--- config.mk ---
export PLATFORM = sky130hd
export DESIGN_NAME = cmp_cluster
export DESIGN_NICKNAME = d
export VERILOG_FILES = /design/src/rv32i_types_pkg.sv /design/src/ooo_structs_pkg.sv /design/src/cmp_cluster.sv /design/src/cmp_unit.sv /design/src/cmp_rs.sv /design/src/operand_fetch.sv
export VERILOG_INCLUDE_DIRS = /design/src
export SDC_FILE = /design/constraint.sdc
export NUM_CORES = 1
export LEC_CHECK = 0
export BUFFER_PORTS_ARGS = -buffer_cell sky130_fd_sc_hd__buf_2
export CAP_MARGIN = 20
export CORE_ASPECT_RATIO = 2
export CORE_MARGIN = 2
export CORE_UTILIZATION = 55
export DETAILED_ROUTE_END_ITERATION = 6
export GPL_ROUTABILITY_DRIVEN = 0
export PLACE_DENSITY = 0.81
export SKIP_CTS_REPAIR_TIMING = 1
export SLEW_MARGIN = 20
export SYNTH_ARGS = -nofsm -noshare
export SYNTH_HDL_FRONTEND = slang
export SYNTH_SLANG_ARGS = --single-unit
--- constraint.sdc ---
create_clock -name clk -period 2.7 [get_ports clk]
set_input_delay 0.135 -clock clk [delete_from_list [all_inputs] [get_ports clk]]
set_output_delay 0.135 -clock clk [all_outputs]
set_load 0.02 [all_outputs]
--- src/ooo_defs.svh ---
`ifndef OOO_DEFS_SVH
`define OOO_DEFS_SVH

// sizing of the compare cluster

// reservation station depth
`define CMP_RS_SIZE 4

// reorder-buffer tag width, 8 tags in flight
`define ROB_TAG_W 3

// architectural word width
`define XLEN 32

`endif
--- src/rv32i_types_pkg.sv ---
`include "ooo_defs.svh"

package rv32i_types_pkg;

    // one architectural data word
    typedef logic [`XLEN-1:0] rv32i_word;

    // compare operations handled by the cluster
    // branch codes follow the funct3 field of the B-type encoding,
    // set-less-than takes the two codes that branches leave unused
    typedef enum logic [2:0] {
        beq  = 3'b000,
        bne  = 3'b001,
        // set-less-than, signed
        slt  = 3'b010,
        // set-less-than, unsigned
        sltu = 3'b011,
        blt  = 3'b100,
        bge  = 3'b101,
        bltu = 3'b110,
        bgeu = 3'b111
    } cmp_op_e;

endpackage

--- src/ooo_structs_pkg.sv ---
`include "ooo_defs.svh"

package ooo_structs_pkg;

    import rv32i_types_pkg::*;

    // names the producer of a result in the reorder buffer
    typedef logic [`ROB_TAG_W-1:0] rob_tag_t;

    // points at one reservation station entry
    typedef logic [$clog2(`CMP_RS_SIZE)-1:0] rs_idx_t;

    // operand wakeup from two bus lanes, returns {ready, value}
    // external lane has priority when both lanes carry the same tag
    function automatic logic [`XLEN:0] cdb_snoop(
        input logic      ready,
        input rob_tag_t  tag,
        input rv32i_word value,
        input logic      ext_valid,
        input rob_tag_t  ext_tag,
        input rv32i_word ext_value,
        input logic      own_valid,
        input rob_tag_t  own_tag,
        input rv32i_word own_value
    );
        if (ready) begin
            return {1'b1, value};
        end else if (ext_valid && (ext_tag == tag)) begin
            return {1'b1, ext_value};
        end else if (own_valid && (own_tag == tag)) begin
            return {1'b1, own_value};
        end
        return {1'b0, value};
    endfunction

endpackage

--- src/cmp_cluster.sv ---
`include "ooo_defs.svh"

module cmp_cluster
    import rv32i_types_pkg::*;
    import ooo_structs_pkg::*;
(
    input  logic      clk,
    input  logic      rst_n_i,
    input  logic      flush_i,

    input  logic      disp_valid_i,
    input  cmp_op_e   disp_op_i,
    input  rob_tag_t  disp_dst_tag_i,
    input  logic      disp_src1_ready_i,
    input  rob_tag_t  disp_src1_tag_i,
    input  rv32i_word disp_src1_value_i,
    input  logic      disp_src2_ready_i,
    input  rob_tag_t  disp_src2_tag_i,
    input  rv32i_word disp_src2_value_i,

    input  logic      ext_cdb_valid_i,
    input  rob_tag_t  ext_cdb_tag_i,
    input  rv32i_word ext_cdb_value_i,

    output logic      full_o,
    output logic      cdb_valid_o,
    output rob_tag_t  cdb_tag_o,
    output rv32i_word cdb_value_o
);

    // fetch to station
    logic      fetch_valid;
    cmp_op_e   fetch_op;
    rob_tag_t  fetch_dst_tag;
    logic      fetch_src1_ready;
    rob_tag_t  fetch_src1_tag;
    rv32i_word fetch_src1_value;
    logic      fetch_src2_ready;
    rob_tag_t  fetch_src2_tag;
    rv32i_word fetch_src2_value;

    // station to comparator
    logic      issue_valid;
    cmp_op_e   issue_op;
    rv32i_word issue_a;
    rv32i_word issue_b;
    rob_tag_t  issue_dst_tag;

    operand_fetch u_fetch (
        .clk                (clk),
        .rst_n_i            (rst_n_i),
        .flush_i            (flush_i),
        .disp_valid_i       (disp_valid_i),
        .disp_op_i          (disp_op_i),
        .disp_dst_tag_i     (disp_dst_tag_i),
        .disp_src1_ready_i  (disp_src1_ready_i),
        .disp_src1_tag_i    (disp_src1_tag_i),
        .disp_src1_value_i  (disp_src1_value_i),
        .disp_src2_ready_i  (disp_src2_ready_i),
        .disp_src2_tag_i    (disp_src2_tag_i),
        .disp_src2_value_i  (disp_src2_value_i),
        .ext_cdb_valid_i    (ext_cdb_valid_i),
        .ext_cdb_tag_i      (ext_cdb_tag_i),
        .ext_cdb_value_i    (ext_cdb_value_i),
        // own result lane looped back for wakeup
        .own_cdb_valid_i    (cdb_valid_o),
        .own_cdb_tag_i      (cdb_tag_o),
        .own_cdb_value_i    (cdb_value_o),
        .fetch_valid_o      (fetch_valid),
        .fetch_op_o         (fetch_op),
        .fetch_dst_tag_o    (fetch_dst_tag),
        .fetch_src1_ready_o (fetch_src1_ready),
        .fetch_src1_tag_o   (fetch_src1_tag),
        .fetch_src1_value_o (fetch_src1_value),
        .fetch_src2_ready_o (fetch_src2_ready),
        .fetch_src2_tag_o   (fetch_src2_tag),
        .fetch_src2_value_o (fetch_src2_value)
    );

    cmp_rs u_rs (
        .clk                (clk),
        .rst_n_i            (rst_n_i),
        .flush_i            (flush_i),
        .fetch_valid_i      (fetch_valid),
        .fetch_op_i         (fetch_op),
        .fetch_dst_tag_i    (fetch_dst_tag),
        .fetch_src1_ready_i (fetch_src1_ready),
        .fetch_src1_tag_i   (fetch_src1_tag),
        .fetch_src1_value_i (fetch_src1_value),
        .fetch_src2_ready_i (fetch_src2_ready),
        .fetch_src2_tag_i   (fetch_src2_tag),
        .fetch_src2_value_i (fetch_src2_value),
        .ext_cdb_valid_i    (ext_cdb_valid_i),
        .ext_cdb_tag_i      (ext_cdb_tag_i),
        .ext_cdb_value_i    (ext_cdb_value_i),
        .own_cdb_valid_i    (cdb_valid_o),
        .own_cdb_tag_i      (cdb_tag_o),
        .own_cdb_value_i    (cdb_value_o),
        .full_o             (full_o),
        .issue_valid_o      (issue_valid),
        .issue_op_o         (issue_op),
        .issue_a_o          (issue_a),
        .issue_b_o          (issue_b),
        .issue_dst_tag_o    (issue_dst_tag)
    );

    cmp_unit u_cmp (
        .clk             (clk),
        .rst_n_i         (rst_n_i),
        .flush_i         (flush_i),
        .issue_valid_i   (issue_valid),
        .issue_op_i      (issue_op),
        .issue_a_i       (issue_a),
        .issue_b_i       (issue_b),
        .issue_dst_tag_i (issue_dst_tag),
        .cdb_valid_o     (cdb_valid_o),
        .cdb_tag_o       (cdb_tag_o),
        .cdb_value_o     (cdb_value_o)
    );

endmodule

--- src/cmp_unit.sv ---
`include "ooo_defs.svh"

module cmp_unit
    import rv32i_types_pkg::*;
    import ooo_structs_pkg::*;
(
    input  logic      clk,
    input  logic      rst_n_i,
    input  logic      flush_i,

    input  logic      issue_valid_i,
    input  cmp_op_e   issue_op_i,
    input  rv32i_word issue_a_i,
    input  rv32i_word issue_b_i,
    input  rob_tag_t  issue_dst_tag_i,

    output logic      cdb_valid_o,
    output rob_tag_t  cdb_tag_o,
    output rv32i_word cdb_value_o
);

    logic res;

    always_comb begin
        case (issue_op_i)
            beq:        res = (issue_a_i == issue_b_i);
            bne:        res = (issue_a_i != issue_b_i);
            blt, slt:   res = ($signed(issue_a_i) < $signed(issue_b_i));
            bge:        res = ($signed(issue_a_i) >= $signed(issue_b_i));
            bltu, sltu: res = (issue_a_i < issue_b_i);
            bgeu:       res = (issue_a_i >= issue_b_i);
            default:    res = 1'b0;
        endcase
    end

    always_ff @(posedge clk) begin
        if (!rst_n_i || flush_i) begin
            cdb_valid_o <= 1'b0;
        end else begin
            cdb_valid_o <= issue_valid_i;
        end
    end

    // result lane payload, flag zero-extended to a word
    always_ff @(posedge clk) begin
        cdb_tag_o   <= issue_dst_tag_i;
        cdb_value_o <= {{(`XLEN - 1){1'b0}}, res};
    end

endmodule

--- src/cmp_rs.sv ---
`include "ooo_defs.svh"

module cmp_rs
    import rv32i_types_pkg::*;
    import ooo_structs_pkg::*;
(
    input  logic      clk,
    input  logic      rst_n_i,
    input  logic      flush_i,

    input  logic      fetch_valid_i,
    input  cmp_op_e   fetch_op_i,
    input  rob_tag_t  fetch_dst_tag_i,
    input  logic      fetch_src1_ready_i,
    input  rob_tag_t  fetch_src1_tag_i,
    input  rv32i_word fetch_src1_value_i,
    input  logic      fetch_src2_ready_i,
    input  rob_tag_t  fetch_src2_tag_i,
    input  rv32i_word fetch_src2_value_i,

    input  logic      ext_cdb_valid_i,
    input  rob_tag_t  ext_cdb_tag_i,
    input  rv32i_word ext_cdb_value_i,
    input  logic      own_cdb_valid_i,
    input  rob_tag_t  own_cdb_tag_i,
    input  rv32i_word own_cdb_value_i,

    output logic      full_o,
    output logic      issue_valid_o,
    output cmp_op_e   issue_op_o,
    output rv32i_word issue_a_o,
    output rv32i_word issue_b_o,
    output rob_tag_t  issue_dst_tag_o
);

    localparam int N     = `CMP_RS_SIZE;
    localparam int CNT_W = $clog2(N + 1);

    // station entries
    logic [N-1:0] busy_q;
    cmp_op_e      op_q   [N];
    rob_tag_t     dst_q  [N];
    logic         rdy1_q [N];
    rob_tag_t     tag1_q [N];
    rv32i_word    val1_q [N];
    logic         rdy2_q [N];
    rob_tag_t     tag2_q [N];
    rv32i_word    val2_q [N];

    // operands after this cycle's bus snoop
    logic         rdy1_c [N];
    rv32i_word    val1_c [N];
    logic         rdy2_c [N];
    rv32i_word    val2_c [N];

    logic         in_rdy1;
    rv32i_word    in_val1;
    logic         in_rdy2;
    rv32i_word    in_val2;

    logic [N-1:0] cand;
    logic         issue_hit;
    rs_idx_t      issue_idx;
    logic         alloc_hit;
    rs_idx_t      alloc_idx;
    logic [N-1:0] busy_d;
    logic [CNT_W-1:0] free_cnt;

    always_comb begin
        for (int i = 0; i < N; i++) begin
            {rdy1_c[i], val1_c[i]} = cdb_snoop(rdy1_q[i], tag1_q[i], val1_q[i],
                ext_cdb_valid_i, ext_cdb_tag_i, ext_cdb_value_i,
                own_cdb_valid_i, own_cdb_tag_i, own_cdb_value_i);
            {rdy2_c[i], val2_c[i]} = cdb_snoop(rdy2_q[i], tag2_q[i], val2_q[i],
                ext_cdb_valid_i, ext_cdb_tag_i, ext_cdb_value_i,
                own_cdb_valid_i, own_cdb_tag_i, own_cdb_value_i);
            // a broadcast this cycle already counts, so wakeup issues next edge
            cand[i] = busy_q[i] && rdy1_c[i] && rdy2_c[i];
        end
        // incoming op snoops too, nothing slips between fetch and station
        {in_rdy1, in_val1} = cdb_snoop(fetch_src1_ready_i, fetch_src1_tag_i,
            fetch_src1_value_i, ext_cdb_valid_i, ext_cdb_tag_i, ext_cdb_value_i,
            own_cdb_valid_i, own_cdb_tag_i, own_cdb_value_i);
        {in_rdy2, in_val2} = cdb_snoop(fetch_src2_ready_i, fetch_src2_tag_i,
            fetch_src2_value_i, ext_cdb_valid_i, ext_cdb_tag_i, ext_cdb_value_i,
            own_cdb_valid_i, own_cdb_tag_i, own_cdb_value_i);
    end

    // lowest index wins for both issue and allocation
    always_comb begin
        issue_hit = 1'b0;
        issue_idx = '0;
        alloc_hit = 1'b0;
        alloc_idx = '0;
        for (int i = N - 1; i >= 0; i--) begin
            if (cand[i]) begin
                issue_hit = 1'b1;
                issue_idx = rs_idx_t'(i);
            end
            if (!busy_q[i]) begin
                alloc_hit = 1'b1;
                alloc_idx = rs_idx_t'(i);
            end
        end
    end

    // occupancy after this edge
    always_comb begin
        busy_d = busy_q;
        if (issue_hit) begin
            busy_d[issue_idx] = 1'b0;
        end
        // with no free slot the op is dropped
        if (fetch_valid_i && alloc_hit) begin
            busy_d[alloc_idx] = 1'b1;
        end
        free_cnt = '0;
        for (int i = 0; i < N; i++) begin
            free_cnt = free_cnt + {{(CNT_W - 1){1'b0}}, ~busy_d[i]};
        end
    end

    always_ff @(posedge clk) begin
        if (!rst_n_i || flush_i) begin
            busy_q        <= '0;
            issue_valid_o <= 1'b0;
            full_o        <= 1'b0;
        end else begin
            busy_q        <= busy_d;
            issue_valid_o <= issue_hit;
            // keep one slot back for the op that may be entering fetch now
            full_o        <= (free_cnt < 2);
        end
    end

    always_ff @(posedge clk) begin
        for (int i = 0; i < N; i++) begin
            rdy1_q[i] <= rdy1_c[i];
            val1_q[i] <= val1_c[i];
            rdy2_q[i] <= rdy2_c[i];
            val2_q[i] <= val2_c[i];
        end
        if (fetch_valid_i && alloc_hit) begin
            op_q[alloc_idx]   <= fetch_op_i;
            dst_q[alloc_idx]  <= fetch_dst_tag_i;
            rdy1_q[alloc_idx] <= in_rdy1;
            tag1_q[alloc_idx] <= fetch_src1_tag_i;
            val1_q[alloc_idx] <= in_val1;
            rdy2_q[alloc_idx] <= in_rdy2;
            tag2_q[alloc_idx] <= fetch_src2_tag_i;
            val2_q[alloc_idx] <= in_val2;
        end
        issue_op_o      <= op_q[issue_idx];
        issue_a_o       <= val1_c[issue_idx];
        issue_b_o       <= val2_c[issue_idx];
        issue_dst_tag_o <= dst_q[issue_idx];
    end

endmodule

--- src/operand_fetch.sv ---
`include "ooo_defs.svh"

module operand_fetch
    import rv32i_types_pkg::*;
    import ooo_structs_pkg::*;
(
    input  logic      clk,
    input  logic      rst_n_i,
    input  logic      flush_i,

    input  logic      disp_valid_i,
    input  cmp_op_e   disp_op_i,
    input  rob_tag_t  disp_dst_tag_i,
    input  logic      disp_src1_ready_i,
    input  rob_tag_t  disp_src1_tag_i,
    input  rv32i_word disp_src1_value_i,
    input  logic      disp_src2_ready_i,
    input  rob_tag_t  disp_src2_tag_i,
    input  rv32i_word disp_src2_value_i,

    input  logic      ext_cdb_valid_i,
    input  rob_tag_t  ext_cdb_tag_i,
    input  rv32i_word ext_cdb_value_i,
    input  logic      own_cdb_valid_i,
    input  rob_tag_t  own_cdb_tag_i,
    input  rv32i_word own_cdb_value_i,

    output logic      fetch_valid_o,
    output cmp_op_e   fetch_op_o,
    output rob_tag_t  fetch_dst_tag_o,
    output logic      fetch_src1_ready_o,
    output rob_tag_t  fetch_src1_tag_o,
    output rv32i_word fetch_src1_value_o,
    output logic      fetch_src2_ready_o,
    output rob_tag_t  fetch_src2_tag_o,
    output rv32i_word fetch_src2_value_o
);

    logic      src1_ready_d;
    rv32i_word src1_value_d;
    logic      src2_ready_d;
    rv32i_word src2_value_d;

    // catch a broadcast that lands while the op is still in dispatch
    always_comb begin
        {src1_ready_d, src1_value_d} = cdb_snoop(disp_src1_ready_i, disp_src1_tag_i,
            disp_src1_value_i, ext_cdb_valid_i, ext_cdb_tag_i, ext_cdb_value_i,
            own_cdb_valid_i, own_cdb_tag_i, own_cdb_value_i);
        {src2_ready_d, src2_value_d} = cdb_snoop(disp_src2_ready_i, disp_src2_tag_i,
            disp_src2_value_i, ext_cdb_valid_i, ext_cdb_tag_i, ext_cdb_value_i,
            own_cdb_valid_i, own_cdb_tag_i, own_cdb_value_i);
    end

    always_ff @(posedge clk) begin
        if (!rst_n_i || flush_i) begin
            fetch_valid_o <= 1'b0;
        end else begin
            fetch_valid_o <= disp_valid_i;
        end
    end

    // operation payload, only loaded on a strobe
    always_ff @(posedge clk) begin
        if (disp_valid_i) begin
            fetch_op_o         <= disp_op_i;
            fetch_dst_tag_o    <= disp_dst_tag_i;
            fetch_src1_ready_o <= src1_ready_d;
            fetch_src1_tag_o   <= disp_src1_tag_i;
            fetch_src1_value_o <= src1_value_d;
            fetch_src2_ready_o <= src2_ready_d;
            fetch_src2_tag_o   <= disp_src2_tag_i;
            fetch_src2_value_o <= src2_value_d;
        end
    end

endmodule

* Yosys cells after proc, flatten, opt, wreduce, memory -nomap -nowiden
Memories as Yosys holds them, arrays and structs flattened. A register that Yosys moved wholly into a read port is not among the register bits.
Cells that the tools add are included.
** Word-level totals
- Bits of input ports :: 118
- Memories :: 8
- Output and inout port bits :: 37
- Bits in writable memories :: 312
- Flip-flop bits (word level) :: 154
** Operators by class
- Bitwise operators :: 8
- Equality and inequality tests :: 33
- Reduce and logical (&&, ||, !) cells :: 40
- Magnitude comparators :: 10
- Multiplexer cells :: 115
- $add $sub $neg :: 3
** Memories
- u_rs.val1_q :: words 4, width 32, read ports 4, clocked after memory_dff 0, wr ports 5, line cmp_rs.sv:45 : rv32i_word val1_q [N];
- u_rs.val2_q :: words 4, width 32, read ports 4, clocked after memory_dff 0, wr ports 5, line cmp_rs.sv:48 : rv32i_word val2_q [N];
- u_rs.dst_q :: words 4, width 3, read ports 1, clocked after memory_dff 1, wr ports 1, line cmp_rs.sv:42 : rob_tag_t dst_q [N];
- u_rs.op_q :: words 4, width 3, read ports 1, clocked after memory_dff 1, wr ports 1, line cmp_rs.sv:41 : cmp_op_e op_q [N];
- u_rs.tag1_q :: words 4, width 3, read ports 4, clocked after memory_dff 0, wr ports 1, line cmp_rs.sv:44 : rob_tag_t tag1_q [N];
- u_rs.tag2_q :: words 4, width 3, read ports 4, clocked after memory_dff 0, wr ports 1, line cmp_rs.sv:47 : rob_tag_t tag2_q [N];
- +2 memories
** Operators by type and width (number)
- 33-bit two-way mux :: 46
- 32-bit two-way mux :: 6
- 32-bit binary-select mux with 2-bit select :: 2
- 3-bit == test :: 24
- 32-bit >= comparator :: 2
- 32-bit less-than comparator :: 2
- 1-bit two-way mux :: 48
- 1-bit logical AND :: 35
- 32-bit == test :: 1
- 32-bit != test :: 1
- 2-bit two-way mux :: 8
- 3-bit == test (second input constant) :: 4
- 4-bit two-way mux :: 2
- 3-bit by 1-bit adder with 3-bit output :: 2
- 3-bit by 2-bit == test with 1-bit output (second input constant) :: 2
- 2-bit by 3-bit less-than comparator with 1-bit output (second input constant) :: 2
- 1-bit case mux with 6 select lines :: 1
- 4-bit AND :: 1
- 1-bit demux with 2-bit select :: 2
- 2-bit by 1-bit >= comparator with 1-bit output (second input constant) :: 2
- 1-bit inverter :: 4
- 4-bit inverter :: 1
- 4-bit OR :: 1
- 2-bit OR reduction :: 2
- other kinds (8) :: 8

* Longest topological paths before layout
Gate-level depths: netlist of the first run.
An unclocked memory read counts as a cell.
- Depth in word-level cells :: 27
- Depth in mapped cells :: 11
- Gate-level depth less buffers :: 9

* Modules after synthesis
Synthesis of the first run repeated with hierarchy kept, for this count alone.
** Unflattened totals
- Cell total of the unflattened synthesis :: 2645
- Area, all modules :: 27057.2 um^2
** By module, submodules not included
- cmp_rs :: sequential area each 8247.9 um^2, area an instance 21383.0 um^2, instances 1, cells each 2236
- operand_fetch :: sequential area each 2362.3 um^2, area an instance 4371.7 um^2, instances 1, cells each 241
- cmp_unit :: sequential area each 100.1 um^2, area an instance 1302.5 um^2, instances 1, cells each 168

* Worst setup path after synthesis of the first run
OpenSTA, ideal clock, no wires.
- Path kind :: flip-flop to flip-flop
- Start :: register u_cmp.cdb_tag_o[1]
- End :: register u_rs.full_o
- Path slack :: 103 ps
- Path buffers :: 1
- Library setup time :: 114 ps
- Cell stages (with the launch flop) :: 11
- Arrival time :: 2482 ps
- Required time :: 2586 ps
- Cells stage by stage :: dfxtp_1 > xnor2_1 > a41oi_1 > nand2_1 > and3_1 > clkbuf_1 > nor2_8 > o21ba_2 > ha_1 > ha_1 > a2111oi_0
** On the way
- Cells in the longest elaborated chain, start to end :: 26
** RTL lines
- from (decl) :: line cmp_unit.sv:18 : output rob_tag_t cdb_tag_o,
- from (signal assigned) :: line cmp_unit.sv:46 : cdb_tag_o <= issue_dst_tag_i;
- 3-bit == test :: line ooo_structs_pkg.sv:30 : end else if (own_valid && (own_tag == tag)) begin
- 1-bit logical AND :: line ooo_structs_pkg.sv:30
- 1-bit two-way mux :: line ooo_structs_pkg.sv:30
- 1-bit two-way mux :: line ooo_structs_pkg.sv:28 : end else if (ext_valid && (ext_tag == tag)) begin
- 1-bit two-way mux :: line ooo_structs_pkg.sv:26 : if (ready) begin
- 33-bit two-way mux :: line ooo_structs_pkg.sv:33 : return {1'b0, value};
- 1-bit logical AND (2 in series) :: line cmp_rs.sv:78 : cand[i] = busy_q[i] && rdy1_c[i] && rdy2_c[i];
- 2-bit two-way mux (4 in series) :: line cmp_rs.sv:96 : if (cand[i]) begin
- [... 6 more ...]
- 4-bit two-way mux (*) :: line cmp_rs.sv:110 : if (issue_hit) begin
- 4-bit OR (no line)
- 4-bit two-way mux (*) :: line cmp_rs.sv:114 : if (fetch_valid_i && alloc_hit) begin
- 1-bit inverter :: line cmp_rs.sv:119 : free_cnt = free_cnt + {{(CNT_W - 1){1'b0}}, ~busy_d[i]};
- 1-bit by 1-bit adder with 2-bit output :: line cmp_rs.sv:119
- 3-bit by 1-bit adder with 3-bit output :: line cmp_rs.sv:119
- 3-bit by 1-bit adder with 3-bit output (*) :: line cmp_rs.sv:119
- 3-bit by 2-bit less-than comparator with 1-bit output (*) :: line cmp_rs.sv:132 : full_o <= (free_cnt < 2);
- to (signal assigned) :: line cmp_rs.sv:132
- to (decl) :: line cmp_rs.sv:28 : output logic full_o,
Mark *: on every way between the ends. The rest lies on a longest branch, timed or not.
A chain may end at the register's enable or synchronous reset.

* Final worst setup path of the first run
- Start :: register u_rs.issue_b_o[15]
- End :: register u_cmp.cdb_value_o[0]
** On the way
- Cells in the longest elaborated chain, start to end :: 2
** RTL lines
- from (decl) :: line cmp_rs.sv:32 : output rv32i_word issue_b_o,
- from (signal assigned) :: line cmp_rs.sv:155 : issue_b_o <= val2_c[issue_idx];
- 32-bit >= comparator (tied with other cells) :: line cmp_unit.sv:31 : bgeu: res = (issue_a_i >= issue_b_i);
- 1-bit case mux with 6 select lines (*) :: line cmp_unit.sv:25 : case (issue_op_i)
- named net u_cmp.res :: line cmp_unit.sv:22 : logic res;
- to (signal assigned) :: line cmp_unit.sv:47 : cdb_value_o <= {{(`XLEN - 1){1'b0}}, res};
- to (decl) :: line cmp_unit.sv:19 : output rv32i_word cdb_value_o
The timed path passes the listed nets; every way through them passes the cells marked *.

==> results.sh, run 1 <==
export IMPL_outcome="finished, final reports clean"
export IMPL_drv_cap=0
export IMPL_antenna_found_initial=0
export IMPL_rr_endpoint="u_cmp.cdb_value_o[0]$_DFF_P_"
export IMPL_yosysSeqAreaShare=0.4899
export IMPL_synth_cell_types=65
export IMPL_post_place_ws_ns=-0.02669
export IMPL_crit_path_start_kind="flip-flop"
export IMPL_die_w_microns=145.0
export IMPL_clk_root_buffer_cell="clkbuf_16"
export IMPL_yosysWarnings=0
export IMPL_synth_largest_area_cell="dfxtp_1"
export IMPL_worstSetupEndpointType="flip-flop"
export IMPL_avgViaCountPerCell=6.490
export IMPL_hold_end="u_rs.busy_q[0]$_SDFF_PP0_"
export IMPL_worst_slew_margin_rel=0.4441
export IMPL_hold_slack_ns=0.02441
export IMPL_crit_start="u_rs.issue_b_o[15]$_DFF_P_"
export IMPL_syn_area_per_cell_sq_um=10.36
export IMPL_grt_usage=0.2979
export IMPL_area_growth_pct=14.35
export IMPL_worst_slew_pin_slew_ns=0.8251
export IMPL_h_tree_depth=2
export IMPL_cts_clk_slew_worst_paths_ns=0.07
export IMPL_crit_required_ns=3.11
export IMPL_critPathMaxFanout=4
export IMPL_worstHoldStart="rst_n_i"
export IMPL_clock_fmax_mhz=375.3
export IMPL_p_leak_nw=9.847
export IMPL_clock_latency_ns=0.56
export IMPL_postLayoutCellArea_sq_mm=0.02500
export IMPL_dpl_instance_area_sq_mm=0.02286
export IMPL_io_pins=155
export IMPL_synth_top_cell_area_share=0.3168
export IMPL_r2r_setup_slack_ns=0.04
export IMPL_fin_ws_ns=0.03535
export IMPL_crit_type="flip-flop to flip-flop"
export IMPL_setup_viol=0
export IMPL_portBuffers=123
export IMPL_vias=18016
export IMPL_vdd_drop_max_v=0.0006193
export IMPL_min_period_over_period=0.9869
export IMPL_fin_nets=2371
export IMPL_grt_pass1_vias=17950
export IMPL_yosys_register_bits=472
export IMPL_arrival_ns=3.08
export IMPL_min_delay_path_depth=3
export IMPL_rsz0062_at_grt="false"
export IMPL_fin_skew_ns=0.02188
export IMPL_powerDensity_mw_per_mm2=694.9
export IMPL_fin_crit_ns=2.665
export IMPL_drt_pass1_iter_count=6
export IMPL_finalPower_mw=17.37
export IMPL_synthCells=2110
export IMPL_coreArea_sq_mm=0.03931
export IMPL_synth_common_cells="dfxtp_1 (346), a22o_1 (248), nor2_1 (234)"
export IMPL_seq_area_sq_mm=0.01071
export IMPL_synth_most_common_cell="dfxtp_1"
export IMPL_die_h_microns=286.0
export IMPL_synth_edf_count=126
export IMPL_rows=103
export IMPL_drt_wl_total_microns=65080
export IMPL_r2r_start="u_rs.issue_b_o[15]$_DFF_P_"
export IMPL_async_flop_share=0
export IMPL_cts_sinks=472
export IMPL_grt_overflow=0
export IMPL_multi_input_area_sq_mm=0.009942
export IMPL_dr_first_iter_drc_count=1836
export IMPL_n_antenna_cell=0
export IMPL_hold_class="input port to flip-flop"
export IMPL_cts_made_buffers=40
export IMPL_r2r_worst_path_cells=9
export IMPL_layout_drive_gt1_share=0.1870
export IMPL_initial_core_util=0.5562
export IMPL_synth_area_sq_mm=0.02186
export IMPL_n_fill_cell=3000
export IMPL_synth_main_ff_cell="dfxtp_1"
export IMPL_final_core_util=0.6360
export IMPL_drv_slew=0
export IMPL_die_area_sq_mm=0.04146
export IMPL_drc=0
export IMPL_tritoncts="done"
export IMPL_clockBufferDepth=3
export IMPL_wire_per_inst_microns=23.44
export IMPL_ant_nets=0
export IMPL_place_hpwl_microns=38430
export IMPL_grt_first_pass_wirelength_microns=97880
export IMPL_hold_viol=0
export IMPL_grt_max_degree=143
export IMPL_synth_area_top_cells="dfxtp_1 (32%), edfxtp_1 (17%), a22o_1 (9.9%), a21oi_1 (5.1%), a22oi_1 (4.7%)"
## critical path, cell delays in order (launching register included)
cell	delay, ns
dfxtp_1	0.38
inv_1	0.06
ha_1	0.30
nand4_1	0.21
nor2_1	0.08
a221o_1	0.37
a211o_1	0.32
a31oi_2	0.30
nor3_1	0.09
o32ai_1	0.42
## registers in the layout, indices dropped and copies added (netlist names), 4 cells and up
register and count:
u_rs.val1_q 128, u_fetch.fetch_src2_value_o 32, u_rs.tag1_q 12, u_rs.rdy1_q 4
u_rs.tag2_q 12, u_fetch.fetch_src1_value_o 32, u_rs.issue_b_o 32, u_rs.rdy2_q 4
u_rs.busy_q 4, u_rs.op_q 12, u_rs.val2_q 128, u_rs.dst_q 12
u_rs.issue_a_o 32
## metrics by stage
step | setup TNS (ns) | std cells
2_1_floorplan | 0 | 2140
3_3_place_gp | 0 | 2624
3_5_place_dp | -0.02669 | 2624
4_1_cts | -0.04334 | 2698
5_1_grt | 0 | 2776
6_report | 0 | 2776
## layout by cell type (no fill, tap or decap), drive strengths merged, types with 2 or more instances in the layout
master / n
a21o: 5
a21oi: 225
a221o: 2
a22o: 248
a22oi: 192
a41oi: 6
and2: 3
and3: 3
and4: 3
buf: 190
bufinv: 2
clkbuf: 59
clkinv: 9
clkinvlp: 3
conb: 31
dfxtp: 346
dlygate4sd3: 78
edfxtp: 126
ha: 34
inv: 49
mux2: 3
mux2i: 64
nand2: 103
nand2b: 10
nand3: 7
nand3b: 2
nand4: 23
nor2: 235
nor3: 6
nor3b: 3
o211ai: 71
o21ai: 19
o21ba: 2
o21bai: 2
o32ai: 2
xnor2: 72
## report_power, final
group	switching (mW)	internal, mW	leakage [nW]	total, mW
Combinational	1.66	1.30	5.15	2.96
Clock	2.64	3.23	0.642	5.87
Sequential	0.364	8.18	4.06	8.54
## metal layers
layer | routed length [microns] | vias to the layer above | global-route usage | share of wire
met5 | 0 | - | 0 | 0
met4 | 4460 | 0 | 0.2040 | 0.069
met3 | 4967 | 293 | 0.04450 | 0.076
met2 | 32890 | 1003 | 0.5290 | 0.51
met1 | 22760 | 8765 | 0.3272 | 0.35
li1 | - | 7955 | - | -
## kinds of logic (layout without fill, tap and decap cells)
group | after synthesis | in the layout | synth area share
buf+inv | 279 | 390 | 0.06599
fa+ha+maj | 35 | 35 | 0.01992
mux | 67 | 67 | 0.03085
simple gates | 400 | 400 | 0.07743
compound gates | 784 | 784 | 0.2869
flops | 472 | 472 | 0.4899
xor+xnor | 72 | 72 | 0.02884
other cells | 1 | 31 | 0.0001715
## final cells by class
| type | count | share of cell area |
|---|---|---|
| clock buffer | 58 | 0.04690 |
| clock inverter | 16 | 0.005506 |
| inverter | 47 | 0.007057 |
| multi-input combinational | 1389 | 0.3977 |
| timing repair buffer | 269 | 0.08809 |
| sequential | 472 | 0.4285 |
| tap | 525 | 0.02628 |
## worst max-delay path by stage
| stage | to | slack [ns] | cells after the start |
|---|---|---|---|
| 2_1_floorplan | u_rs.full_o$_SDFF_PP0_ | 0.10 | 10 |
| 3_3_place_gp | u_cmp.cdb_value_o[0]$_DFF_P_ | 0.04 | 9 |
| 3_5_place_dp | u_rs.full_o$_SDFF_PP0_ | -0.03 | 9 |
| 4_1_cts | u_rs.full_o$_SDFF_PP0_ | -0.04 | 9 |
| 5_1_grt | u_cmp.cdb_value_o[0]$_DFF_P_ | 0.004 | 9 |
| 6_report | u_cmp.cdb_value_o[0]$_DFF_P_ | 0.04 | 9 |
Power figures use the tool's default switching activity.
==> inputs of run 2 (changes only) <==
HOLD_SLACK_MARGIN = 0.12   (was not set)
clock period = 2.2 ns   (was 2.7 ns; I/O delays follow)
==> results.sh, run 2 (synthesis results as in run 1) <==
export IMPL_vias=19065
export IMPL_portBuffers=123
export IMPL_top_regs="u_rs.val1_q: 128 flops, u_rs.val2_q: 128 flops"
export IMPL_tritoncts="done"
export IMPL_grt_first_pass_wirelength_microns=101900
export IMPL_die_w_microns=145.0
export IMPL_cts_sinks=472
export IMPL_min_period_over_period=1.149
export IMPL_outcome="finished, violations left"
export IMPL_clock_latency_ns=0.56
export IMPL_drc=4
export IMPL_worst_slew_margin_rel=0.4768
export IMPL_layout_drive_gt1_share=0.2438
export IMPL_crit_type="flip-flop to flip-flop"
export IMPL_hold_slack_ns=0.09920
export IMPL_cts_made_buffers=41
export IMPL_r2r_worst_path_cells=10
export IMPL_die_h_microns=286.0
export IMPL_arrival_ns=2.92
export IMPL_n_antenna_cell=0
export IMPL_layout_common_cells="dfxtp_1 (342), a22o_1 (247), a21oi_1 (222)"
export IMPL_initial_core_util=0.5562
export IMPL_drv_slew=0
export IMPL_area_growth_pct=22.88
export IMPL_clock_fmax_mhz=395.5
export IMPL_fin_crit_ns=2.528
export IMPL_fin_skew_ns=0.02728
export IMPL_coreArea_sq_mm=0.03931
export IMPL_place_hpwl_microns=41910
export IMPL_clockBufferDepth=3
export IMPL_die_area_sq_mm=0.04146
export IMPL_worstSetupEndpointType="flip-flop"
export IMPL_drt_pass1_iter_count=7
export IMPL_grt_usage=0.3114
export IMPL_crit_path_start_kind="flip-flop"
export IMPL_drt_wl_total_microns=71960
export IMPL_vdd_drop_max_v=0.0006792
export IMPL_grt_pass1_vias=18684
export IMPL_grt_overflow=0
export IMPL_post_place_ws_ns=-0.1927
export IMPL_violations="DRC, setup timing"
export IMPL_fin_nets=2489
export IMPL_cts_clk_slew_worst_paths_ns=0.07
export IMPL_final_core_util=0.6835
export IMPL_min_delay_path_depth=2
export IMPL_hold_class="input port to flip-flop"
export IMPL_avgViaCountPerCell=6.592
export IMPL_grt_max_degree=143
export IMPL_p_leak_nw=10.70
export IMPL_dpl_instance_area_sq_mm=0.02375
export IMPL_final_common_cell="dfxtp_1"
export IMPL_fin_ws_ns=-0.3285
export IMPL_postLayoutCellArea_sq_mm=0.02686
export IMPL_clk_root_buffer_cell="clkbuf_16"
export IMPL_r2r_setup_slack_ns=-0.33
export IMPL_h_tree_depth=2
export IMPL_finalPower_mw=22.11
export IMPL_dr_first_iter_drc_count=2086
export IMPL_antenna_found_initial=0
export IMPL_io_pins=155
export IMPL_hold_viol=0
export IMPL_setup_viol=104
export IMPL_rsz0062_at_grt="true"
export IMPL_powerDensity_mw_per_mm2=823.2
export IMPL_ant_nets=0
export IMPL_crit_required_ns=2.60
export IMPL_rows=103
export IMPL_critPathMaxFanout=8
export IMPL_drv_cap=0
export IMPL_wire_per_inst_microns=24.88
export IMPL_worst_slew_pin_slew_ns=0.7848
-- run 2: cell count changes in the layout (fill, tap and decap cells not counted), moves of 8 or more --
| cell | delta |
|---|---|
| buf_4 | +48 |
| dlygate4sd3_1 | +25 |
| buf_12 | +23 |
| nand2_1 | -21 |
| buf_6 | +10 |
| nand2_2 | +19 |
| a22oi_2 | +8 |
| a22oi_1 | -8 |
-- run 2: path summary, 6_finish.rpt --
| path | endpoint | startpoint |
|---|---|---|
| worst min-delay path | u_fetch.fetch_src2_value_o[18]$_DFFE_PP_ | ext_cdb_value_i[18] |
| worst max register to register | u_rs.issue_a_o[7]$_DFF_P_ | u_cmp.cdb_tag_o[2]$_DFF_P_ |
| worst min register to register | u_cmp.cdb_tag_o[1]$_DFF_P_ | u_rs.issue_dst_tag_o[1]$_DFF_P_ |
| worst max-delay path | u_rs.issue_a_o[7]$_DFF_P_ | u_cmp.cdb_tag_o[2]$_DFF_P_ |
-- run 2: critical path, cell delays in order (launching register included) --
cell and delay [ns]:
dfxtp_4 0.39, buf_6 0.15, xnor2_1 0.25, nand4_1 0.23, nand2_2 0.21, o211ai_4 0.13, and2_4 0.21, a21oi_4 0.26
buf_12 0.23, buf_12 0.16, o211ai_4 0.13
-- run 2: report_power, final --
part | switching, mW | total [mW] | internal (mW)
logic | 2.22 | 4.03 | 1.81
registers | 0.468 | 10.5 | 10.0
clock network | 3.30 | 7.58 | 4.28
-- run 2: cell type report --
class | count | area (sq um)
repair buffers | 386 | 3633
flip-flops and latches | 472 | 10720
multi-input cells | 1389 | 10300
clock buffers | 56 | 1154
clock inverters | 17 | 221.5
well taps | 525 | 656.9
fillers | 2655 | 12440
inverters | 47 | 176.4
-- run 2: per-layer routing --
metal,GRT usage,vias to the layer above,wire length [microns]
met2,0.5461,1325,35510
li1,-,8202,-
met1,0.3260,9135,24020
met4,0.2601,0,6289
met3,0.04992,403,6131
met5,0,-,0
-- run 2: through the flow --
step,std cells,TNS (ns)
floorplan,2140,-0.1737
global placement,2697,-0.3460
detailed placement,2697,-5.552
CTS,2770,-8.415
global route,2892,-26.18
finish,2892,-22.30
==> inputs of run 3 (changes only) <==
PLACE_DENSITY = 0.8   (was 0.81)
SYNTH_HIERARCHICAL = 1   (was not set)
==> results.sh, run 3 <==
export IMPL_outcome="finished, violations left"
export IMPL_violations="setup timing"
export IMPL_fin_nets=2979
export IMPL_initial_core_util=0.5531
export IMPL_clock_latency_ns=0.59
export IMPL_antenna_found_initial=0
export IMPL_layout_drive_gt1_share=0.3250
export IMPL_io_pins=155
export IMPL_place_hpwl_microns=51220
export IMPL_async_flop_share=0
export IMPL_p_sw_mw=6.752
export IMPL_clk_root_buffer_cell="clkbuf_16"
export IMPL_die_w_microns=160.8
export IMPL_top_regs="u_rs/val1_q: 128 flops, u_rs/val2_q: 128 flops"
export IMPL_setup_viol=228
export IMPL_yosys_register_bits=472
export IMPL_dr_first_iter_drc_count=2947
export IMPL_synth_largest_area_cell="dfxtp_1"
export IMPL_cts_sinks=472
export IMPL_die_area_sq_mm=0.05109
export IMPL_synth_area_sq_mm=0.02706
export IMPL_crit_slowest_cell="fa_1"
export IMPL_min_period_over_period=1.184
export IMPL_syn_area_per_cell_sq_um=10.23
export IMPL_grt_max_degree=108
export IMPL_die_h_microns=317.7
export IMPL_synth_most_common_cell="mux2_2"
export IMPL_intPower_mw=17.02
export IMPL_critPathMaxFanout=5
export IMPL_final_common_cell="dfxtp_1"
export IMPL_grt_pass1_vias=21939
export IMPL_synth_area_top_cells="dfxtp_1 (26%), mux2_2 (15%), edfxtp_1 (14%), mux2i_1 (6.3%), o21ai_0 (6.0%)"
export IMPL_arrival_ns=3.08
export IMPL_cts_made_buffers=45
export IMPL_slowest_delay_ns=0.51
export IMPL_grt_overflow=0
export IMPL_powerDensity_mw_per_mm2=726.4
export IMPL_area_growth_pct=20.97
export IMPL_tritoncts="done"
export IMPL_crit_required_ns=2.68
export IMPL_yosysWarnings=6
export IMPL_layout_common_cells="dfxtp_1 (338), nand2_1 (322), mux2_2 (305)"
export IMPL_crit_path_start_kind="flip-flop"
export IMPL_dp_cells=3290
export IMPL_drt_wl_total_microns=93000
export IMPL_vias=23282
export IMPL_p_leak_nw=13.34
export IMPL_clock_fmax_mhz=383.8
export IMPL_avgViaCountPerCell=6.637
export IMPL_n_antenna_cell=0
export IMPL_min_delay_path_depth=3
export IMPL_coreArea_sq_mm=0.04892
export IMPL_seq_power_share=0.446
export IMPL_synth_top_cell_area_share=0.2560
export IMPL_fin_skew_ns=0.02989
export IMPL_drc=0
export IMPL_wire_per_inst_microns=26.51
export IMPL_synth_main_ff_cell="dfxtp_1"
export IMPL_portBuffers=123
export IMPL_r2r_worst_path_cells=8
export IMPL_worst_slew_pin_slew_ns=0.7787
export IMPL_path_cells="xnor2_1 -> nand4_1 -> and3b_2 -> nor2_4 -> nor2_1 -> fa_1 -> nor2_2 -> a211oi_2"
export IMPL_vdd_drop_max_v=0.0007343
export IMPL_fin_crit_ns=2.606
export IMPL_ant_nets=0
export IMPL_power_frac_comb=0.226
export IMPL_worst_slew_margin_rel=0.4801
export IMPL_clockBufferDepth=3
export IMPL_grt_usage=0.3061
export IMPL_swShare=0.2840
export IMPL_synth_cell_types=65
export IMPL_post_place_ws_ns=-0.2778
export IMPL_synth_common_cells="mux2_2 (356), dfxtp_1 (346), nand2_1 (335)"
export IMPL_worstSetupEndpointType="flip-flop"
export IMPL_hold_viol=0
export IMPL_grt_first_pass_wirelength_microns=123600
export IMPL_drv_cap=0
export IMPL_drt_pass1_iter_count=6
export IMPL_drv_slew=0
export IMPL_synth_edf_count=126
export IMPL_crit_type="flip-flop to flip-flop"
export IMPL_rsz0062_at_grt="true"
export IMPL_clkPwrFrac=0.328
export IMPL_hold_class="input port to flip-flop"
export IMPL_rows=115
export IMPL_fin_ws_ns=-0.4057
export IMPL_yosysSeqAreaShare=0.3958
export IMPL_h_tree_depth=2
export IMPL_cts_clk_slew_worst_paths_ns=0.06
export IMPL_instances_no_fill=3508
export IMPL_setup_tns_ns=-29.77
export IMPL_synthCells=2645
-- run 3: changes by cell type after synthesis, sizes merged, moves of 29 or more --
cell / before / now
mux2i: 64 / 171
a22o: 248 / 0
o21ai: 19 / 325
nor2: 235 / 20
a21oi: 225 / 37
mux2: 3 / 534
a22oi: 192 / 0
nand4: 23 / 52
a32oi: 1 / 68
nand2: 103 / 335
buf: 84 / 156
-- run 3: cells by family after synthesis --
group / after synthesis / synth area share
fa+ha+maj: 34 / 0.01591
other cells: 1 / 0.0001386
flops: 472 / 0.3958
buf+inv: 336 / 0.06021
xor+xnor: 72 / 0.02497
mux: 705 / 0.2935
compound gates: 558 / 0.1306
simple gates: 467 / 0.07880
-- run 3: worst paths after layout --
path,slack [ns],to,from
setup / recovery,-0.41,u_rs/full_o$_SDFF_PP0_,u_rs/tag2_q[0][1]$_DFFE_PP_
hold / removal,0.13,u_fetch/fetch_src2_value_o[12]$_DFFE_PP_,ext_cdb_value_i[12]
setup reg to reg,-0.41,u_rs/full_o$_SDFF_PP0_,u_rs/tag2_q[0][1]$_DFFE_PP_
hold reg to reg,0.33,u_cmp/cdb_tag_o[2]$_DFF_P_,u_rs/issue_dst_tag_o[2]$_DFF_P_
-- run 3: critical path, delay by kind of cell, from the launching register on --
kind            cells  cell delay, ns
simple gates        5            1.02
fa+ha+maj           1            0.51
flops               1            0.46
xor+xnor            1            0.28
compound gates      1            0.25
-- run 3: power groups by stage --
stage / sequential (mW) / clock [mW] / combinational [mW]
after floorplan: 10.5 / 0 / 3.35
after global placement: 10.6 / 0 / 4.21
after detailed placement: 10.7 / 0 / 4.40
after CTS: 10.5 / 7.76 / 4.46
after global routing: 10.7 / 8.14 / 5.76
final: 10.6 / 7.80 / 5.38
-- run 3: layer usage --
layer  GRT usage  part of all wire
met5           0                 0
met4      0.1490             0.072
met3     0.05191              0.11
met2      0.5226              0.47
met1      0.3725              0.35
-- run 3: stage by stage --
step	util	area, sq um	power, mW	hold WS [ns]
final	0.6691	32730	23.78	0.1254
after global placement	0.5916	28940	14.84	0.2906
after CTS	0.6208	30370	22.73	-0.2990
after floorplan	-	27210	13.86	0.1741
after global routing	0.6691	32730	24.57	0.1506
after detailed placement	0.5916	28940	15.09	0.2890
-- run 3: area by class of cell --
type	count	area, sq um
Fill cell	3396	16190
Multi-Input combinational cell	1867	15680
Sequential cell	472	10730
Timing Repair Buffer	399	3931
Clock buffer	67	1291
Tap cell	643	804.5
Inverter	43	161.4
Clock inverter	17	133.9
